### config.mk
export PLATFORM = sky130hd
export DESIGN_NAME = rob_create_port
export DESIGN_NICKNAME = d
export VERILOG_FILES = /design/src/source/rob_entry_pkg.sv /design/src/source/rob_create_port.sv
export SDC_FILE = /design/constraint.sdc
export NUM_CORES = 1
export LEC_CHECK = 0
export BUFFER_PORTS_ARGS = -buffer_cell sky130_fd_sc_hd__buf_2
export CORE_AREA = 4 4 110 112
export DETAILED_ROUTE_END_ITERATION = 7
export DIE_AREA = 0 0 114 116
export PLACE_DENSITY = 0.68
export SLEW_MARGIN = 25
export SYNTH_ARGS = -nofsm -noshare
export SYNTH_HDL_FRONTEND = slang
export SYNTH_SLANG_ARGS = --single-unit
### constraint.sdc
create_clock -name entry_clk -period 6.8 [get_ports entry_clk]
set_input_delay 1.36 -clock entry_clk [delete_from_list [all_inputs] [get_ports entry_clk]]
set_output_delay 1.36 -clock entry_clk [all_outputs]
set_load 0.03 [all_outputs]
### src/source/rob_entry_pkg.sv
package rob_entry_pkg;

  // ==============================
  // entry geometry
  // ==============================
  // full entry record width
  localparam int rob_width   = 40;
  // create sources from decode
  localparam int create_ports = 5;
  // completion ports into the entry
  localparam int cmplt_ports  = 7;
  // folded instruction counter
  localparam int cnt_width    = 2;
  // ports that retire one folded inst each
  localparam int fold_ports   = 4;

  // ==============================
  // entry record, msb first
  // ==============================
  typedef struct packed {
    logic                 vl_pred;
    logic [7:0]           vl;
    logic                 vec_dirty;
    logic                 vsetvli;
    logic [2:0]           vsew;
    logic [1:0]           vlmul;
    logic                 no_spec_mispred;
    logic                 no_spec_miss;
    logic                 no_spec_hit;
    logic                 load;
    logic                 fp_dirty;
    logic [1:0]           inst_num;
    logic                 bkptb_inst;
    logic                 bkpta_inst;
    logic                 bkptb_data;
    logic                 bkpta_data;
    logic                 store;
    logic                 ras;
    logic                 pcfifo;
    logic                 bju;
    logic                 intmask;
    logic                 split;
    logic [2:0]           pc_offset;
    logic [cnt_width-1:0] cmplt_cnt;
    logic                 cmplt;
    logic                 vld;
  } rob_entry_t;

  // load/store write-back flags, one set per pipe
  typedef struct packed {
    logic bkpta_data;
    logic bkptb_data;
    logic no_spec_hit;
    logic no_spec_miss;
    logic no_spec_mispred;
  } lsu_wb_info_t;

  // completion port index
  typedef enum logic [2:0] {
    fold_p0   = 3'd0,
    fold_p1   = 3'd1,
    direct_p2 = 3'd2,
    lsu_p3    = 3'd3,
    lsu_p4    = 3'd4,
    fold_p5   = 3'd5,
    fold_p6   = 3'd6
  } cmplt_port_e;

endpackage
### src/source/rob_create_port.sv
`timescale 1ns/100ps

module rob_create_port (
  input  logic                                                  entry_clk,
  input  logic                                                  cpurst_b,
  input  rob_entry_pkg::rob_entry_t [rob_entry_pkg::create_ports-1:0] create_data,
  input  logic [rob_entry_pkg::create_ports-1:0]                create_sel,
  input  logic                                                  create_dp_en,
  output rob_entry_pkg::rob_entry_t                             create_rec,
  output rob_entry_pkg::rob_entry_t                             inst_info
);

  import rob_entry_pkg::*;

  // create-only fields, other bits held at zero
  rob_entry_t inst_next;

  // ==============================
  // create record select
  // ==============================
  // one-hot select, x on anything else
  always_comb begin
    create_rec = 'x;
    for (int i = 0; i < create_ports; i++) begin
      if (create_sel == (create_ports'(1) << i)) begin
        create_rec = create_data[i];
      end
    end
  end

  // ==============================
  // create-only inst info
  // ==============================
  always_comb begin
    inst_next            = '0;
    // pc and flow control
    inst_next.pc_offset  = create_rec.pc_offset;
    inst_next.split      = create_rec.split;
    inst_next.intmask    = create_rec.intmask;
    inst_next.bju        = create_rec.bju;
    inst_next.pcfifo     = create_rec.pcfifo;
    inst_next.ras        = create_rec.ras;
    // memory and debug
    inst_next.store      = create_rec.store;
    inst_next.load       = create_rec.load;
    inst_next.bkpta_inst = create_rec.bkpta_inst;
    inst_next.bkptb_inst = create_rec.bkptb_inst;
    inst_next.inst_num   = create_rec.inst_num;
    inst_next.fp_dirty   = create_rec.fp_dirty;
    // vector config
    inst_next.vlmul      = create_rec.vlmul;
    inst_next.vsew       = create_rec.vsew;
    inst_next.vsetvli    = create_rec.vsetvli;
    inst_next.vec_dirty  = create_rec.vec_dirty;
    inst_next.vl         = create_rec.vl;
    inst_next.vl_pred    = create_rec.vl_pred;
  end

  // loaded on datapath create, held otherwise
  always_ff @(posedge entry_clk or negedge cpurst_b) begin
    if (!cpurst_b) begin
      inst_info <= '0;
    end else if (create_dp_en) begin
      inst_info <= inst_next;
    end
  end

endmodule

After elaboration in Yosys (flattened, before gate mapping)

Cells that the tools add are included.

Latch bits: 0
Memory bits (read-only): 0
Memories kept: 0
RAM bits: 0
Register bits: 31
Logic and storage cells: 28

Mux-type cells: 5
Multiply operators: 0
Reduce and logical (&&, ||, !) cells: 0
Divide/modulo/power cells: 0
Magnitude comparators: 0
$add $sub $neg: 0
Shift-type cells: 0
Bitwise gates (word level): 0
Equal/unequal tests: 5

Operators with widths:

| kind                                                             | count |
|---|---|
| 40-bit two-way mux                                               | 5 |
| 5-bit by 1-bit == test with 1-bit output (second input constant) | 1 |
| 5-bit by 2-bit == test with 1-bit output (second input constant) | 1 |
| 5-bit by 3-bit == test with 1-bit output (second input constant) | 1 |
| 5-bit by 4-bit == test with 1-bit output (second input constant) | 1 |
| 5-bit == test (second input constant)                            | 1 |

Logic depth before layout (Yosys ltp)

Depth after elaboration: 6
Depth in mapped cells: 7
Gate-level depth less buffers: 4

Worst setup path before layout

Ideal clock, no wire load.

Path type: input to output
From: input port create_sel[4] in the netlist's numbering
To: output port create_rec[0] in the netlist's numbering
Stages: 6
Data arrival time: 3.243 ns
Setup slack: 2.197 ns
Cell sequence: buf_2 -> or3_1 -> buf_2 -> nor3b_4 -> a211oi_1 -> o31ai_1

RTL lines:

| element         | RTL line             | source |
|---|---|---|
| start, declared | rob_create_port.sv:7 | `input logic [rob_entry_pkg::create_ports-1:0] create_sel,` |
| end, declared   | rob_create_port.sv:9 | `output rob_entry_pkg::rob_entry_t create_rec,` |

==> results.md <==
* Distinct cell type count after synthesis at 39
* Min Tclk post-route at 5.27 ns
* Synthesis-stage register bit count at 31
* Post-CTS Setup Bufs at 0
* Worst VDD drop at 104 uV
* Synth Instances at 514
* Top delay family on crit path: simple AND/OR/NAND/NOR gates
* P_leak at 0.00249 uW
* Setup Viol. Count Final at 0
* Area of placed instances at 4980 sq um
* Largest Register: inst_info
* GPL Wtd Cong at 0.907
* ANT cells at 0
* Nets at 958
* TNS Setup at 0 ns
* Worst hold path type: reg -> reg
* Gr usage total at between 20 and 25%
* Grt total ovfl at 0
* Worst clock skew at 0 ns
* Fin area at approximately 5000 sq um
* Most used DFF post-synth: dfrtp_1
* Area growth from synthesis to layout at 44.3%
* DIE WIDTH at 114 um
* Clk_lat worst skew at 0.28 ns
* Max clock buf depth at 2
* Fmax at 190 MHz
* Critical Path Slowest Stage Cell: buf_2
* Period utilisation layout at 77.5%
* Clk sinks at 31
* Final Max Tran Viols at 0
* Worst R2R Path Depth at 3
* Dpl hpwl at 12100 um
* Arr. time, crit path at 3.91 ns
* Syn. warnings at 0
* CTS Hold Bufs at 0
* I/O Pins at 288
* Max incr delay on CP at 0.65 ns
* Pwr dens at 162 nW/um^2
* Resized cells post-CTS at 0
* Hold_ws at about 0.53 ns
* Pin count of the biggest net entering global routing at 70
* EDFF count, synth at 0
* Site Rows at 39
* Mapped cell area at around 3600 sq um
* Most common cell in the netlist: nand2_1
* Synth Area per Inst at roughly 7 sq um
* 1st-iter DRT viols at 424
* Rel. slew slack at 30.3%
* Critical Path Most Common Cell: buf_2
* Reg clk slew, reported paths at ~0.06 ns
* Fraction of layout cells with a size suffix above 1 at 40.6%
* Worst Path Buf+Inv at 2
* Post-synth top area share at 21.7%
* Total power at 835 uW
* Crit-path cells: buf_2 -> or3_1 -> nor2_2 -> or2_2 -> o31ai_1 -> buf_2
* Total wire length at 16900 um
* Max reg flops at 31
* Number of max-cap violations at 0
* DR vias at 5019
* Post-synthesis sequential area ratio at around 22%
* Most frequent cells after synthesis: 53 x nand2_1, 52 x a21oi_1, 40 x nor2_1
* Crit path depth at 6
* Largest registers: inst_info (31)
* Worst Path Class, Setup: in -> out
* Post-synth ARST share at 100%
* Vias in the first global route at 4880
* PortBufs at 278
* Wire length per cell at between 15 and 20 um
* RSZ-0062 raised after global routing: false
* Initial antenna violation count at 0
* Die height at around 120 um
* DRC viols at 0
* First-pass DRT Iterations at 6
* Num CTS Buffers at 5
* CTS tree: yes
* ANT nets after route at 0
* Dominant cell type by area after synthesis: dfrtp_1
* Vias/cell at 5.61
* H-tree Lvls at 2
* Critical path startpoint category: input pin
* CP required at 5.44 ns
* Outcome: completed
* Overall die area at 13200 sq um
* Worst-Margin Slew at 1.04 ns
* Synth top area cells: dfrtp_1 22%, a21oi_1 7.3%, o31ai_1 7.1%
* Final count of hold timing violations at 0
* Core Area at 11200 sq um
* CP Capture Type: primary output
* Top fanout value on the critical path at 37
* Hold path cells at 2
* Initial Util at 31.8%
* Clk root buf: clkbuf_16
* First-pass GRT wire length at 25200 um
==> final timing paths <==
kind                                            from                         to  slack, ns
min in group asynchronous                   cpurst_b  inst_info[25]$_DFFE_PN0P_       1.19
max                                    create_sel[4]              create_rec[1]       1.53
min reg2reg                inst_info[38]$_DFFE_PN0P_  inst_info[38]$_DFFE_PN0P_       0.53
min                        inst_info[38]$_DFFE_PN0P_  inst_info[38]$_DFFE_PN0P_       0.53
max reg2reg                inst_info[31]$_DFFE_PN0P_  inst_info[31]$_DFFE_PN0P_       5.90
max in group asynchronous                   cpurst_b  inst_info[31]$_DFFE_PN0P_       5.07
==> cell families after synthesis <==
family,count (synthesis),synth area share [%]
simple gates,206,32.9
compound gates,203,36.0
buf+inv,72,9.00
flops,31,21.7
xor+xnor,1,0.245
other cells,1,0.105
==> cell usage in the layout (no fill, tap or decap), drive strengths merged, types with 2 or more instances in the layout <==
| master | n |
|---|---|
| a31oi | 26 |
| nand2b | 4 |
| nor3 | 3 |
| buf | 287 |
| and3 | 35 |
| nor3b | 31 |
| a211oi | 9 |
| nand3b | 31 |
| o41ai | 5 |
| a22oi | 14 |
| o21ai | 31 |
| conb | 9 |
| a21oi | 52 |
| o31ai | 34 |
| inv | 6 |
| dfrtp | 31 |
| clkbuf | 6 |
| a21boi | 25 |
| or2 | 2 |
| nor2 | 41 |
| o22ai | 5 |
| nand2 | 53 |
==> per-stage QoR <==
step           utilization, %  cells  worst slack [ns]
3_5_place_dp             44.4    886              1.53
3_3_place_gp             44.2    886              1.45
6_report                 45.9    894              1.53
4_1_cts                  45.9    894              1.53
5_1_grt                  45.9    894              1.35
2_1_floorplan               -    522              2.20
==> worst min-delay path, delay by kind of cell (launching register included) <==
family / cells / cell delay (ns)
compound gates: 1 / 0.04
flops: 1 / 0.37
simple gates: 1 / 0.08
==> layout make-up <==
cell class / instances / area [sq um]
inverter: 6 / 22.5
clock inverter: 2 / 35.0
clock buffer: 6 / 139
multi-input combinational: 419 / 2540
sequential: 31 / 776
tap: 143 / 179
fill: 1196 / 6070
timing repair buffer: 287 / 1460
==> metal layers <==
layer / vias up / part of all wire, % / global-route usage (%) / wire (um)
met5: - / 0 / 0 / 0
met4: 0 / 2.2 / 8.23 / 378
met3: 29 / 9.0 / 3.81 / 1520
met2: 286 / 49 / 42.9 / 8380
met1: 2352 / 39 / 29.2 / 6660
li1: 2352 / - / - / -
==> report_power, final <==
group	switching (uW)	leakage, uW	internal, uW
clock	91.2	0.0000868	182
sequential	11.0	0.000347	206
combinational	224	0.00205	120
total	326	0.00249	508
(Power assumes the default switching activity.)
