<file path="config.mk">
export PLATFORM = sky130hd
export DESIGN_NAME = rob_lsu_wb_info
export DESIGN_NICKNAME = d
export VERILOG_FILES = /design/src/source/rob_entry_pkg.sv /design/src/source/rob_lsu_wb_info.sv
export SDC_FILE = /design/constraint.sdc
export NUM_CORES = 1
export LEC_CHECK = 0
export ABC_AREA = 1
export BUFFER_PORTS_ARGS = -buffer_cell sky130_fd_sc_hd__clkbuf_2
export CAP_MARGIN = 10
export CORE_MARGIN = 2
export CORE_UTILIZATION = 27
export CTS_BUF_LIST = sky130_fd_sc_hd__clkbuf_16
export CTS_CLUSTER_DIAMETER = 200
export DETAILED_ROUTE_END_ITERATION = 7
export HOLD_SLACK_MARGIN = 0.03
export PLACE_DENSITY = 0.8
export SLEW_MARGIN = 25
export SYNTH_ARGS = -nofsm -noshare
export SYNTH_HDL_FRONTEND = slang
export SYNTH_SLANG_ARGS = --single-unit
export TNS_END_PERCENT = 1
</file>
<file path="constraint.sdc">
create_clock -name entry_clk -period 2.3 [get_ports entry_clk]
set_clock_uncertainty 0.1 [all_clocks]
set_input_delay 0.46 -clock entry_clk [delete_from_list [all_inputs] [get_ports entry_clk]]
set_output_delay 0.46 -clock entry_clk [all_outputs]
set_load 0.005 [all_outputs]
</file>
<file path="src/source/rob_entry_pkg.sv">
package rob_entry_pkg;

  // ==============================
  // entry geometry
  // ==============================
  // full entry record width
  localparam int rob_width   = 40;
  // create sources from decode
  localparam int create_ports = 5;
  // completion ports into the entry
  localparam int cmplt_ports  = 7;
  // folded instruction counter
  localparam int cnt_width    = 2;
  // ports that retire one folded inst each
  localparam int fold_ports   = 4;

  // ==============================
  // entry record, msb first
  // ==============================
  typedef struct packed {
    logic                 vl_pred;
    logic [7:0]           vl;
    logic                 vec_dirty;
    logic                 vsetvli;
    logic [2:0]           vsew;
    logic [1:0]           vlmul;
    logic                 no_spec_mispred;
    logic                 no_spec_miss;
    logic                 no_spec_hit;
    logic                 load;
    logic                 fp_dirty;
    logic [1:0]           inst_num;
    logic                 bkptb_inst;
    logic                 bkpta_inst;
    logic                 bkptb_data;
    logic                 bkpta_data;
    logic                 store;
    logic                 ras;
    logic                 pcfifo;
    logic                 bju;
    logic                 intmask;
    logic                 split;
    logic [2:0]           pc_offset;
    logic [cnt_width-1:0] cmplt_cnt;
    logic                 cmplt;
    logic                 vld;
  } rob_entry_t;

  // load/store write-back flags, one set per pipe
  typedef struct packed {
    logic bkpta_data;
    logic bkptb_data;
    logic no_spec_hit;
    logic no_spec_miss;
    logic no_spec_mispred;
  } lsu_wb_info_t;

  // completion port index
  typedef enum logic [2:0] {
    fold_p0   = 3'd0,
    fold_p1   = 3'd1,
    direct_p2 = 3'd2,
    lsu_p3    = 3'd3,
    lsu_p4    = 3'd4,
    fold_p5   = 3'd5,
    fold_p6   = 3'd6
  } cmplt_port_e;

endpackage
</file>
<file path="src/source/rob_lsu_wb_info.sv">
`timescale 1ns/100ps

module rob_lsu_wb_info (
  input  logic                                  entry_clk,
  input  logic                                  cpurst_b,
  input  rob_entry_pkg::rob_entry_t             create_rec,
  input  logic                                  create_dp_en,
  input  logic [rob_entry_pkg::cmplt_ports-1:0] cmplt_vld,
  input  rob_entry_pkg::lsu_wb_info_t           pipe3_info,
  input  rob_entry_pkg::lsu_wb_info_t           pipe4_info,
  output rob_entry_pkg::lsu_wb_info_t           wb_info
);

  import rob_entry_pkg::*;

  logic         lsu_cmplt;
  lsu_wb_info_t wb_updt;
  lsu_wb_info_t wb_create;

  // ==============================
  // write-back merge
  // ==============================
  // only pipes 3 and 4 carry data breakpoints
  assign lsu_cmplt = cmplt_vld[lsu_p3] | cmplt_vld[lsu_p4];

  // each pipe gated by its own completion strobe
  assign wb_updt = ({$bits(lsu_wb_info_t){cmplt_vld[lsu_p3]}} & pipe3_info)
                 | ({$bits(lsu_wb_info_t){cmplt_vld[lsu_p4]}} & pipe4_info);

  // initial flags from decode
  assign wb_create = '{
    bkpta_data:      create_rec.bkpta_data,
    bkptb_data:      create_rec.bkptb_data,
    no_spec_hit:     create_rec.no_spec_hit,
    no_spec_miss:    create_rec.no_spec_miss,
    no_spec_mispred: create_rec.no_spec_mispred
  };

  // ==============================
  // flag register
  // ==============================
  // lsu write-back beats create
  always_ff @(posedge entry_clk or negedge cpurst_b) begin
    if (!cpurst_b) begin
      wb_info <= '0;
    end else if (lsu_cmplt) begin
      wb_info <= wb_updt;
    end else if (create_dp_en) begin
      wb_info <= wb_create;
    end
  end

endmodule

</file>
Word level (Yosys, flattened, before mapping). Cells that the tools add are included.

Muxes and demuxes: 2. Bitwise operators: 4. Reductions and logical operators: 1.

Operators with widths (count): $and A5 B5 Y5 (2); $mux W5 (2); $or A5 B5 Y5 (1); $reduce_bool A2 Y1 (1); $or A1 B1 Y1 (1).

Bits in registers: 5. Output and inout bits: 5.

Depth between registers and ports, before layout. Gate-level depths: netlist (run 1).

Depth after elaboration: 3. Gate-level depth with buffers: 6.

Worst setup path before layout (run 1). OpenSTA, ideal clock, no wires.

Path type: input to register. Start: input port cmplt_vld[3] (netlist name). End: register wb_info[0] (netlist name). Library setup time: 113 ps. Data arrival time: 806 ps. Required time: 2087 ps. Slack: 1281 ps. Stages on the path: 4. Buffers on the path: 0. Cell sequence: nor2_4 nand3b_1 nand2_1 inv_1.

Cells in the longest elaborated chain, start to end: 3. Elaborated cells between the ends (all ways): 5.

RTL lines: start: declaration (RTL line rob_lsu_wb_info.sv:8) `input logic [rob_entry_pkg::cmplt_ports-1:0] cmplt_vld,`; $and A5 B5 Y5 (RTL line rob_lsu_wb_info.sv:27) `assign wb_updt = ({$bits(lsu_wb_info_t){cmplt_vld[lsu_p3]}} & pipe3_info)`; $or A5 B5 Y5 (RTL line rob_lsu_wb_info.sv:28) `| ({$bits(lsu_wb_info_t){cmplt_vld[lsu_p4]}} & pipe4_info);`; $mux W5 (RTL line rob_lsu_wb_info.sv:46) `end else if (lsu_cmplt) begin`; end signal: assignment (RTL line rob_lsu_wb_info.sv:47) `wb_info <= wb_updt;`; end signal: assignment (RTL line rob_lsu_wb_info.sv:49) `wb_info <= wb_create;`; end: declaration (RTL line rob_lsu_wb_info.sv:11) `output rob_entry_pkg::lsu_wb_info_t wb_info`.

Parallel ways exist; a longest one is shown, timed or not. A chain may end at the register's enable or synchronous reset.

Worst setup path in the final report (run 1).
Start: register wb_info[0] (netlist name). End: output port wb_info[0] (netlist name).

No word-level cell between the ends.

==> results.py, run 1 <==
metrics = {
    "sta": {
        "slew_viol_final": 0,
        "rsz0062_at_grt": "false",
        "fmax_mhz": 789,
        "timing.hold.ws_ns": 0.466,
        "setup_violations": 0,
        "min_period_over_period": 0.551,
        "finalSetupTns_ns": 0,
        "worst_slew_pin_slew_ns": 0.219,
        "hold_viol": 0,
        "slew_headroom": 0.853,
        "timing.final.crit_period_ns": 1.27,
    },
    "synth": {
        "avgSynthCellArea_um2": 5.89,
        "yosys.area_share.simple": 0.493,
        "yosys.area.top_type": "nand2_1",
        "syn_nets": 122,
        "netlist.area_leader.share": 0.360,
        "synthTopCellsByArea": "nand2_1 36%, dfrtp_1 34%, inv_1 16%, nand3b_1 10%, nor2_4 3.1%",
        "syn_inst": 62,
        "ys_seq_area_frac": 0.342,
        "ys_seq_elements": 5,
        "synthAdderAreaFrac": 0,
        "synth-compound-area-share": 0,
        "ys.warnings.count": 0,
        "syn_area_um2": 365,
        "synth-xor-area-share": 0,
        "muxShareOfSynthArea": 0,
        "synth_top_family_by_area": "simple AND/OR/NAND/NOR gates",
        "yosysUniqueCellTypes": 5,
    },
    "pwr": {
        "leakage_nw": 0.396,
        "powerDensity_nw_per_um2": 753,
        "max-vdd-ir-drop_mv": 0.503,
    },
    "clocking": {
        "post-cts-setup-buffer-count": 0,
        "numCtsBuffers": 3,
        "cts.sinks": 5,
        "htree_levels": 1,
        "cts_resized": 0,
        "cts_hold_buf": 1,
        "cts_root_buf": "clkbuf_16",
        "clk-insertion-delay-late_ns": 0.22,
        "cts.clk_slew.worst_paths_ns": 0.03,
        "cts_tree": "yes",
        "cts.path.max_buffers": 2,
    },
    "setup_path": {
        "crit_type": "reg2out",
        "worstPathMaxFanout": 2,
        "r2r-start": "wb_info[2]",
        "setup.worst_path.start_class": "flip-flop",
        "r2r_end": "wb_info[2]",
        "arrival_ns": 0.71,
        "cp-end-kind": "output port",
        "reg2reg_depth": 3,
        "crit_required_ns": 1.74,
        "cp_slowest_stage_delay_ns": 0.37,
        "critPathBufInv": 1,
        "reg2reg_slack_ns": 1.44,
        "crit_slowest_cell": "dfrtp_1",
        "path_cells": "clkbuf_2",
        "crit_family": "flip-flops",
    },
    "floorplanning": {
        "die_height_um": 40.8,
        "row_count": 13,
        "die_w_um": 40.8,
        "core-area_um2": 1280,
        "ioPinCount": 65,
        "start_util": 0.284,
        "dieArea_um2": 1660,
    },
    "hold_path": {
        "hold_end": "wb_info[4]",
        "hold_depth": 3,
        "hold_path_class": "reg2reg",
        "worstHoldStart": "wb_info[4]",
    },
    "job": {
        "drv_cap": 0,
    },
    "layout": {
        "largest_reg_flops": 5,
        "top_register": "wb_info",
        "diodes": 0,
        "final_cell_mix": "35 x nand2_1, 24 x clkbuf_2, 17 x inv_1",
        "area_delta_synth_final_pct": 62.3,
        "top_regs": "wb_info: 5 flops",
        "layout_commonest_cell": "nand2_1",
        "fill_cells": 139,
        "fin_nets": 152,
        "final_layout_size_suffix_gt1_frac": 0.308,
    },
    "placed_design": {
        "port_buffers": 24,
        "dp_hpwl_um": 755,
        "place.gp.congestion": 0.684,
    },
    "detailed_routing": {
        "via_per_inst": 4.05,
        "vias": 429,
        "wl_um": 884,
        "first_pass_iters": 4,
        "drt_iter0_drc": 2,
        "wl_per_cell_um": 8.34,
        "drc": 0,
        "drt.antenna.violating_nets": 0,
    },
    "global_route": {
        "grt_pass1_vias": 400,
        "grt_usage": 0.133,
        "antenna_found_initial": 0,
        "grt_pass1_wl_mm": 1.46,
        "grt_start_max_net_pins": 11,
        "grt-ovfl-total": 0,
    },
    "run_status": {
        "status": "finished clean",
    },
}
## cell type report
cell class              instances  area, um^2  area share
inverters                      16        60.1       0.101
multi-input cells              41         180       0.304
repair buffers                 25         130       0.219
clock inverters                 1        3.75     0.00633
flip-flops and latches          5         125       0.211
well taps                      15        18.8      0.0316
clock buffers                   3        75.1       0.127
## kinds of logic after synthesis
family / count (synthesis)
simple gates: 41
buf+inv: 16
flops: 5
## cells in the mapped netlist
master,instances
nand2_1,35
inv_1,16
dfrtp_1,5
nand3b_1,5
nor2_4,1
## power breakdown
group,total [mW],internal [mW],switching [mW]
logic,0.0679,0.0329,0.0349
clock network,0.277,0.225,0.0522
registers,0.102,0.0976,0.00411
## routing by layer
layer	vias up	share of wire	GRT usage
li1	232	-	-
met1	175	0.46	0.143
met4	0	0	0.0750
met3	0	0.076	0.0163
met5	-	0	0
met2	22	0.47	0.246
## per-stage QoR
stage / setup WS, ns / power [mW] / instance area, um^2 / util / cells
after global placement: 1.05 / 0.167 / 504 / 0.392 / 101
after CTS: 1.03 / 0.452 / 593 / 0.462 / 106
after floorplan: 1.28 / 0.133 / 365 / - / 62
after global routing: 1.00 / 0.469 / 593 / 0.462 / 106
after detailed placement: 0.999 / 0.170 / 504 / 0.392 / 101
final: 1.03 / 0.446 / 593 / 0.462 / 106
## worst min-delay path: cells and delay by family (launching register included)
family / cells / cell delay, ns
buffers and inverters: 1 / 0.04
DFF: 1 / 0.33
and+or+nand+nor: 2 / 0.16
## worst max path at each step
stage                      end  cells past startpoint  slack [ns]         start
global route        wb_info[4]                      1        1.00    wb_info[4]
floorplan           wb_info[0]                      4        1.28  cmplt_vld[3]
CTS                 wb_info[0]                      1        1.03    wb_info[0]
detailed placement  wb_info[2]                      5         1.0  cmplt_vld[3]
global placement    wb_info[3]                      5        1.05  cmplt_vld[3]
finish              wb_info[0]                      1        1.03    wb_info[0]
(Power assumes the default switching activity.)
==> inputs of run 2 (changes only) <==
--- a/config.mk
+++ b/config.mk
@@ -9,12 +9,12 @@
 export BUFFER_PORTS_ARGS = -buffer_cell sky130_fd_sc_hd__clkbuf_2
 export CAP_MARGIN = 10
 export CORE_MARGIN = 2
-export CORE_UTILIZATION = 27
+export CORE_UTILIZATION = 23
 export CTS_BUF_LIST = sky130_fd_sc_hd__clkbuf_16
 export CTS_CLUSTER_DIAMETER = 200
 export DETAILED_ROUTE_END_ITERATION = 7
 export HOLD_SLACK_MARGIN = 0.03
-export PLACE_DENSITY = 0.8
+export PLACE_DENSITY = 0.72
 export SLEW_MARGIN = 25
 export SYNTH_ARGS = -nofsm -noshare
 export SYNTH_HDL_FRONTEND = slang
==> constraint.sdc (replaced) <==
create_clock -name entry_clk -period 1.1 [get_ports entry_clk]
set_clock_uncertainty 0.1 [all_clocks]
set_input_delay 0.22 -clock entry_clk [delete_from_list [all_inputs] [get_ports entry_clk]]
set_output_delay 0.22 -clock entry_clk [all_outputs]
set_load 0.005 [all_outputs]
==> run 2 against run 1 <==
Against the previous run: largest power group unchanged; highest routed layer is now met4; core utilization decreased by 6.2 points; via count increased by 0.93%; sequential power increased by 110%.
==> results.py, run 2 (same netlist as run 1, synthesis figures left out) <==
metrics = {
    "sta": {
        "hold_viol": 0,
        "finalSetupTns_ns": 0,
        "setup_violations": 0,
        "rsz0062_at_grt": "false",
        "slew_viol_final": 0,
        "min_period_over_period": 0.931,
        "worst_slew_pin_slew_ns": 0.213,
        "setup_slack_ns": 0.0758,
        "slew_headroom": 0.857,
        "timing.final.crit_period_ns": 1.02,
        "fmax_mhz": 976,
        "timing.hold.ws_ns": 0.236,
    },
    "layout": {
        "top_regs": "wb_info: 5 flops",
        "final_cell_mix": "35 x nand2_1, 24 x clkbuf_2, 17 x inv_1",
        "largest_reg_flops": 5,
        "diodes": 0,
        "fin_util": 0.399,
        "layout_commonest_cell": "nand2_1",
        "fin_nets": 152,
        "top_register": "wb_info",
        "final_layout_size_suffix_gt1_frac": 0.308,
        "area_delta_synth_final_pct": 62.7,
    },
    "placed_design": {
        "preCtsSetupSlack_ns": 0.0674,
        "dp_hpwl_um": 738,
        "place.gp.congestion": 0.747,
        "port_buffers": 24,
    },
    "setup_path": {
        "crit_family": "flip-flops",
        "reg2reg_depth": 3,
        "worstPathMaxFanout": 2,
        "crit_slowest_cell": "dfrtp_1",
        "arrival_ns": 0.70,
        "crit_type": "reg2out",
        "critical_path_depth": 1,
        "reg2reg_slack_ns": 0.26,
        "r2r-start": "wb_info[0]",
        "crit_required_ns": 0.78,
        "setup.worst_path.start_class": "flip-flop",
        "path_cells": "clkbuf_2",
        "r2r_end": "wb_info[0]",
        "critPathBufInv": 1,
        "cp_slowest_stage_delay_ns": 0.37,
        "cp-end-kind": "output port",
    },
    "floorplanning": {
        "dieArea_um2": 1920,
        "die_height_um": 43.9,
        "row_count": 14,
        "die_w_um": 43.9,
        "core-area_um2": 1490,
        "ioPinCount": 65,
        "start_util": 0.245,
    },
    "clocking": {
        "post-cts-setup-buffer-count": 0,
        "clk-insertion-delay-late_ns": 0.22,
        "cts_root_buf": "clkbuf_16",
        "cts_tree": "yes",
        "cts_hold_buf": 1,
        "cts.path.max_buffers": 2,
        "cts.clk_slew.worst_paths_ns": 0.03,
        "numCtsBuffers": 3,
        "cts_resized": 0,
        "htree_levels": 1,
        "cts.sinks": 5,
    },
    "hold_path": {
        "hold_path_class": "in2async",
    },
    "global_route": {
        "grt_start_max_net_pins": 11,
        "grt_pass1_wl_mm": 1.40,
        "grt-ovfl-total": 0,
        "grt_usage": 0.106,
        "antenna_found_initial": 0,
        "grt_pass1_vias": 383,
    },
    "job": {
        "drv_cap": 0,
    },
    "pwr": {
        "max-vdd-ir-drop_mv": 1.61,
        "leakage_nw": 0.396,
        "power_mw": 0.930,
        "powerDensity_nw_per_um2": 1570,
    },
    "detailed_routing": {
        "drc": 0,
        "via_per_inst": 4.05,
        "vias": 433,
        "wl_per_cell_um": 7.92,
        "wl_um": 847,
        "first_pass_iters": 4,
        "drt_iter0_drc": 5,
        "drt.antenna.violating_nets": 0,
    },
    "run_status": {
        "status": "finished clean",
    },
}
[run 2: cell counts in the layout (fill, tap and decap cells not counted)]
No cell type changed its count.
[run 2: layout make-up]
cell class                      instances  area [um^2]
Clock inverter                          1         3.75
Timing Repair Buffer                   25          130
Fill cell                             159          895
Sequential cell                         5          125
Clock buffer                            3         75.1
Tap cell                               16         20.0
Inverter                               16         60.1
Multi-Input combinational cell         41          180
[run 2: worst max-delay path by stage]
stage,start,to,slack (ns)
5_1_grt,wb_info[2],wb_info[2],0.04
3_5_place_dp,cmplt_vld[3],wb_info[0],0.07
4_1_cts,wb_info[1],wb_info[1],0.07
6_report,wb_info[1],wb_info[1],0.08
2_1_floorplan,wb_info[0],wb_info[0],0.29
3_3_place_gp,cmplt_vld[3],wb_info[3],0.08
[run 2: worst register-to-register path: stages (launching register included)]
cell and delay (ns):
dfrtp_1 0.36, nand3b_1 0.15, nand2_1 0.08, inv_1 0.04
[run 2: power breakdown]
part           switching [mW]  leakage (nW)  total [mW]  internal (mW)
clock network           0.110        0.0423       0.579          0.470
registers             0.00867        0.0581       0.213          0.204
logic                  0.0695         0.296       0.138         0.0687
[run 2: layer usage]
| layer | part of all wire | GRT usage | wire length [um] |
|---|---|---|---|
| met3 | 0.064 | 0.0250 | 54 |
| met5 | 0 | 0 | 0 |
| met2 | 0.45 | 0.165 | 382 |
| met4 | 0.040 | 0.109 | 34 |
| met1 | 0.44 | 0.111 | 376 |
[run 2: metrics by stage]
step,std cells,area (um^2)
floorplan,62,365
global placement,102,505
detailed placement,102,505
CTS,107,594
global route,107,594
finish,107,594
==> inputs of run 3 (changes only) <==
--- a/config.mk
+++ b/config.mk
@@ -7,7 +7,6 @@
 export LEC_CHECK = 0
 export ABC_AREA = 1
 export BUFFER_PORTS_ARGS = -buffer_cell sky130_fd_sc_hd__clkbuf_2
-export CAP_MARGIN = 10
 export CORE_MARGIN = 2
 export CORE_UTILIZATION = 23
 export CTS_BUF_LIST = sky130_fd_sc_hd__clkbuf_16
@@ -15,6 +14,7 @@
 export DETAILED_ROUTE_END_ITERATION = 7
 export HOLD_SLACK_MARGIN = 0.03
 export PLACE_DENSITY = 0.72
+export RECOVER_POWER = 25
 export SLEW_MARGIN = 25
 export SYNTH_ARGS = -nofsm -noshare
 export SYNTH_HDL_FRONTEND = slang
==> run 3 against run 2 <==
Against the previous run: sequential power about the same; die area unchanged; non-clock buffer count unchanged; maximum frequency about the same; final cell count unchanged; register-to-register slack about the same; worst setup slack got worse by 0.00054 ns; largest cell class unchanged; core utilization decreased by 0.084 points; design area decreased by 0.21%; count of clock-buffer cells in the layout unchanged; first-iteration DRC count unchanged.
==> results.py, run 3 (same netlist as run 1, synthesis figures left out) <==
metrics = {
    "sta": {
        "min_period_over_period": 0.932,
        "timing.hold.ws_ns": 0.252,
        "rsz0062_at_grt": "false",
        "timing.final.crit_period_ns": 1.02,
        "worst_slew_pin_slew_ns": 0.254,
        "setup_violations": 0,
        "finalSetupTns_ns": 0,
        "hold_viol": 0,
        "slew_headroom": 0.831,
        "fmax_mhz": 976,
        "slew_viol_final": 0,
    },
    "layout": {
        "top_regs": "wb_info: 5 flops",
        "fill_cells": 160,
        "final_cell_mix": "35 x nand2_1, 23 x clkbuf_2, 17 x inv_1",
        "top_register": "wb_info",
        "fin_nets": 152,
        "layout_commonest_cell": "nand2_1",
        "diodes": 0,
        "area_delta_synth_final_pct": 62.3,
        "largest_reg_flops": 5,
        "final_layout_size_suffix_gt1_frac": 0.297,
    },
    "setup_path": {
        "crit_start": "wb_info[1]",
        "r2r-start": "wb_info[1]",
        "crit_family": "flip-flops",
        "r2r_end": "wb_info[1]",
        "crit_required_ns": 0.78,
        "cp-end-kind": "output port",
        "arrival_ns": 0.70,
        "reg2reg_slack_ns": 0.26,
        "crit_type": "reg2out",
        "crit_slowest_cell": "dfrtp_1",
        "critPathBufInv": 1,
        "setup.worst_path.start_class": "flip-flop",
        "path_cells": "clkbuf_2",
        "cp_slowest_stage_delay_ns": 0.37,
        "worstPathMaxFanout": 2,
        "critical_path_depth": 1,
        "reg2reg_depth": 3,
        "critPathCapture": "wb_info[1]",
    },
    "detailed_routing": {
        "drt.antenna.violating_nets": 0,
        "wl_per_cell_um": 7.97,
        "wl_um": 853,
        "drc": 0,
        "drt_iter0_drc": 5,
        "vias": 432,
        "via_per_inst": 4.04,
        "first_pass_iters": 4,
    },
    "global_route": {
        "grt-ovfl-total": 0,
        "antenna_found_initial": 0,
        "grt_pass1_vias": 383,
        "grt_pass1_wl_mm": 1.40,
        "grt_usage": 0.106,
        "grt_start_max_net_pins": 11,
    },
    "clocking": {
        "cts.path.max_buffers": 2,
        "cts.sinks": 5,
        "cts_tree": "yes",
        "post-cts-setup-buffer-count": 0,
        "htree_levels": 1,
        "numCtsBuffers": 3,
        "clk-insertion-delay-late_ns": 0.22,
        "cts.clk_slew.worst_paths_ns": 0.03,
        "cts_root_buf": "clkbuf_16",
    },
    "floorplanning": {
        "core-area_um2": 1490,
        "row_count": 14,
        "die_height_um": 43.9,
        "die_w_um": 43.9,
        "start_util": 0.245,
        "dieArea_um2": 1920,
        "ioPinCount": 65,
    },
    "run_status": {
        "status": "finished clean",
    },
    "placed_design": {
        "place.gp.congestion": 0.747,
        "dp_hpwl_um": 738,
        "port_buffers": 24,
    },
    "pwr": {
        "max-vdd-ir-drop_mv": 1.62,
        "leakage_nw": 0.393,
        "powerDensity_nw_per_um2": 1570,
    },
    "job": {
        "drv_cap": 0,
    },
    "hold_path": {
        "hold_path_class": "in2reg",
    },
}
-- run 3: cell types whose count changed in the layout (fill, tap and decap cells not counted) --
cell      change
clkbuf_1      +1
clkbuf_2      -1
-- run 3: metal layers --
metal	up-vias	track usage	routed length, um
met5	-	0	0
met4	0	0.109	32
met3	4	0.0250	51
met2	17	0.165	387
met1	179	0.111	382
li1	232	-	-
-- run 3: layout make-up --
type | count | area (um^2) | area share
sequential | 5 | 125 | 0.211
tap | 16 | 20.0 | 0.0338
clock inverter | 1 | 3.75 | 0.00633
inverter | 16 | 60.1 | 0.101
clock buffer | 3 | 75.1 | 0.127
multi-input combinational | 41 | 180 | 0.304
timing repair buffer | 25 | 129 | 0.217
-- run 3: how the worst min path moves through the flow --
stage	cells after the start	start	endpoint	slack, ns
6_report	7	create_rec[21]	wb_info[2]	0.25
2_1_floorplan	0	cpurst_b	wb_info[0]	-0.18
3_5_place_dp	1	cpurst_b	wb_info[2]	-0.06
4_1_cts	2	cpurst_b	wb_info[3]	0.24
5_1_grt	2	cpurst_b	wb_info[3]	0.30
3_3_place_gp	1	cpurst_b	wb_info[3]	-0.07
-- run 3: through the flow --
step | util | std cells | cell area [um^2] | setup slack [ns] | total power, mW
floorplan | - | 62 | 365 | 0.286 | 0.278
global placement | 0.339 | 102 | 505 | 0.0837 | 0.349
finish | 0.398 | 107 | 593 | 0.0752 | 0.931
detailed placement | 0.339 | 102 | 505 | 0.0674 | 0.353
global route | 0.398 | 107 | 593 | 0.0430 | 0.978
CTS | 0.399 | 107 | 594 | 0.0729 | 0.943
-- run 3: report_power, final --
part,internal [mW],total [mW],switching (mW),leakage [nW]
registers,0.204,0.213,0.00861,0.0581
clock network,0.470,0.581,0.111,0.0423
logic,0.0682,0.138,0.0695,0.293
total,0.742,0.931,0.189,0.393
-- run 3: repair_timing --
action,CTS,global route
endpoints found under the hold margin,5,0
hold buffers,1,0
gates resized for setup,0,0
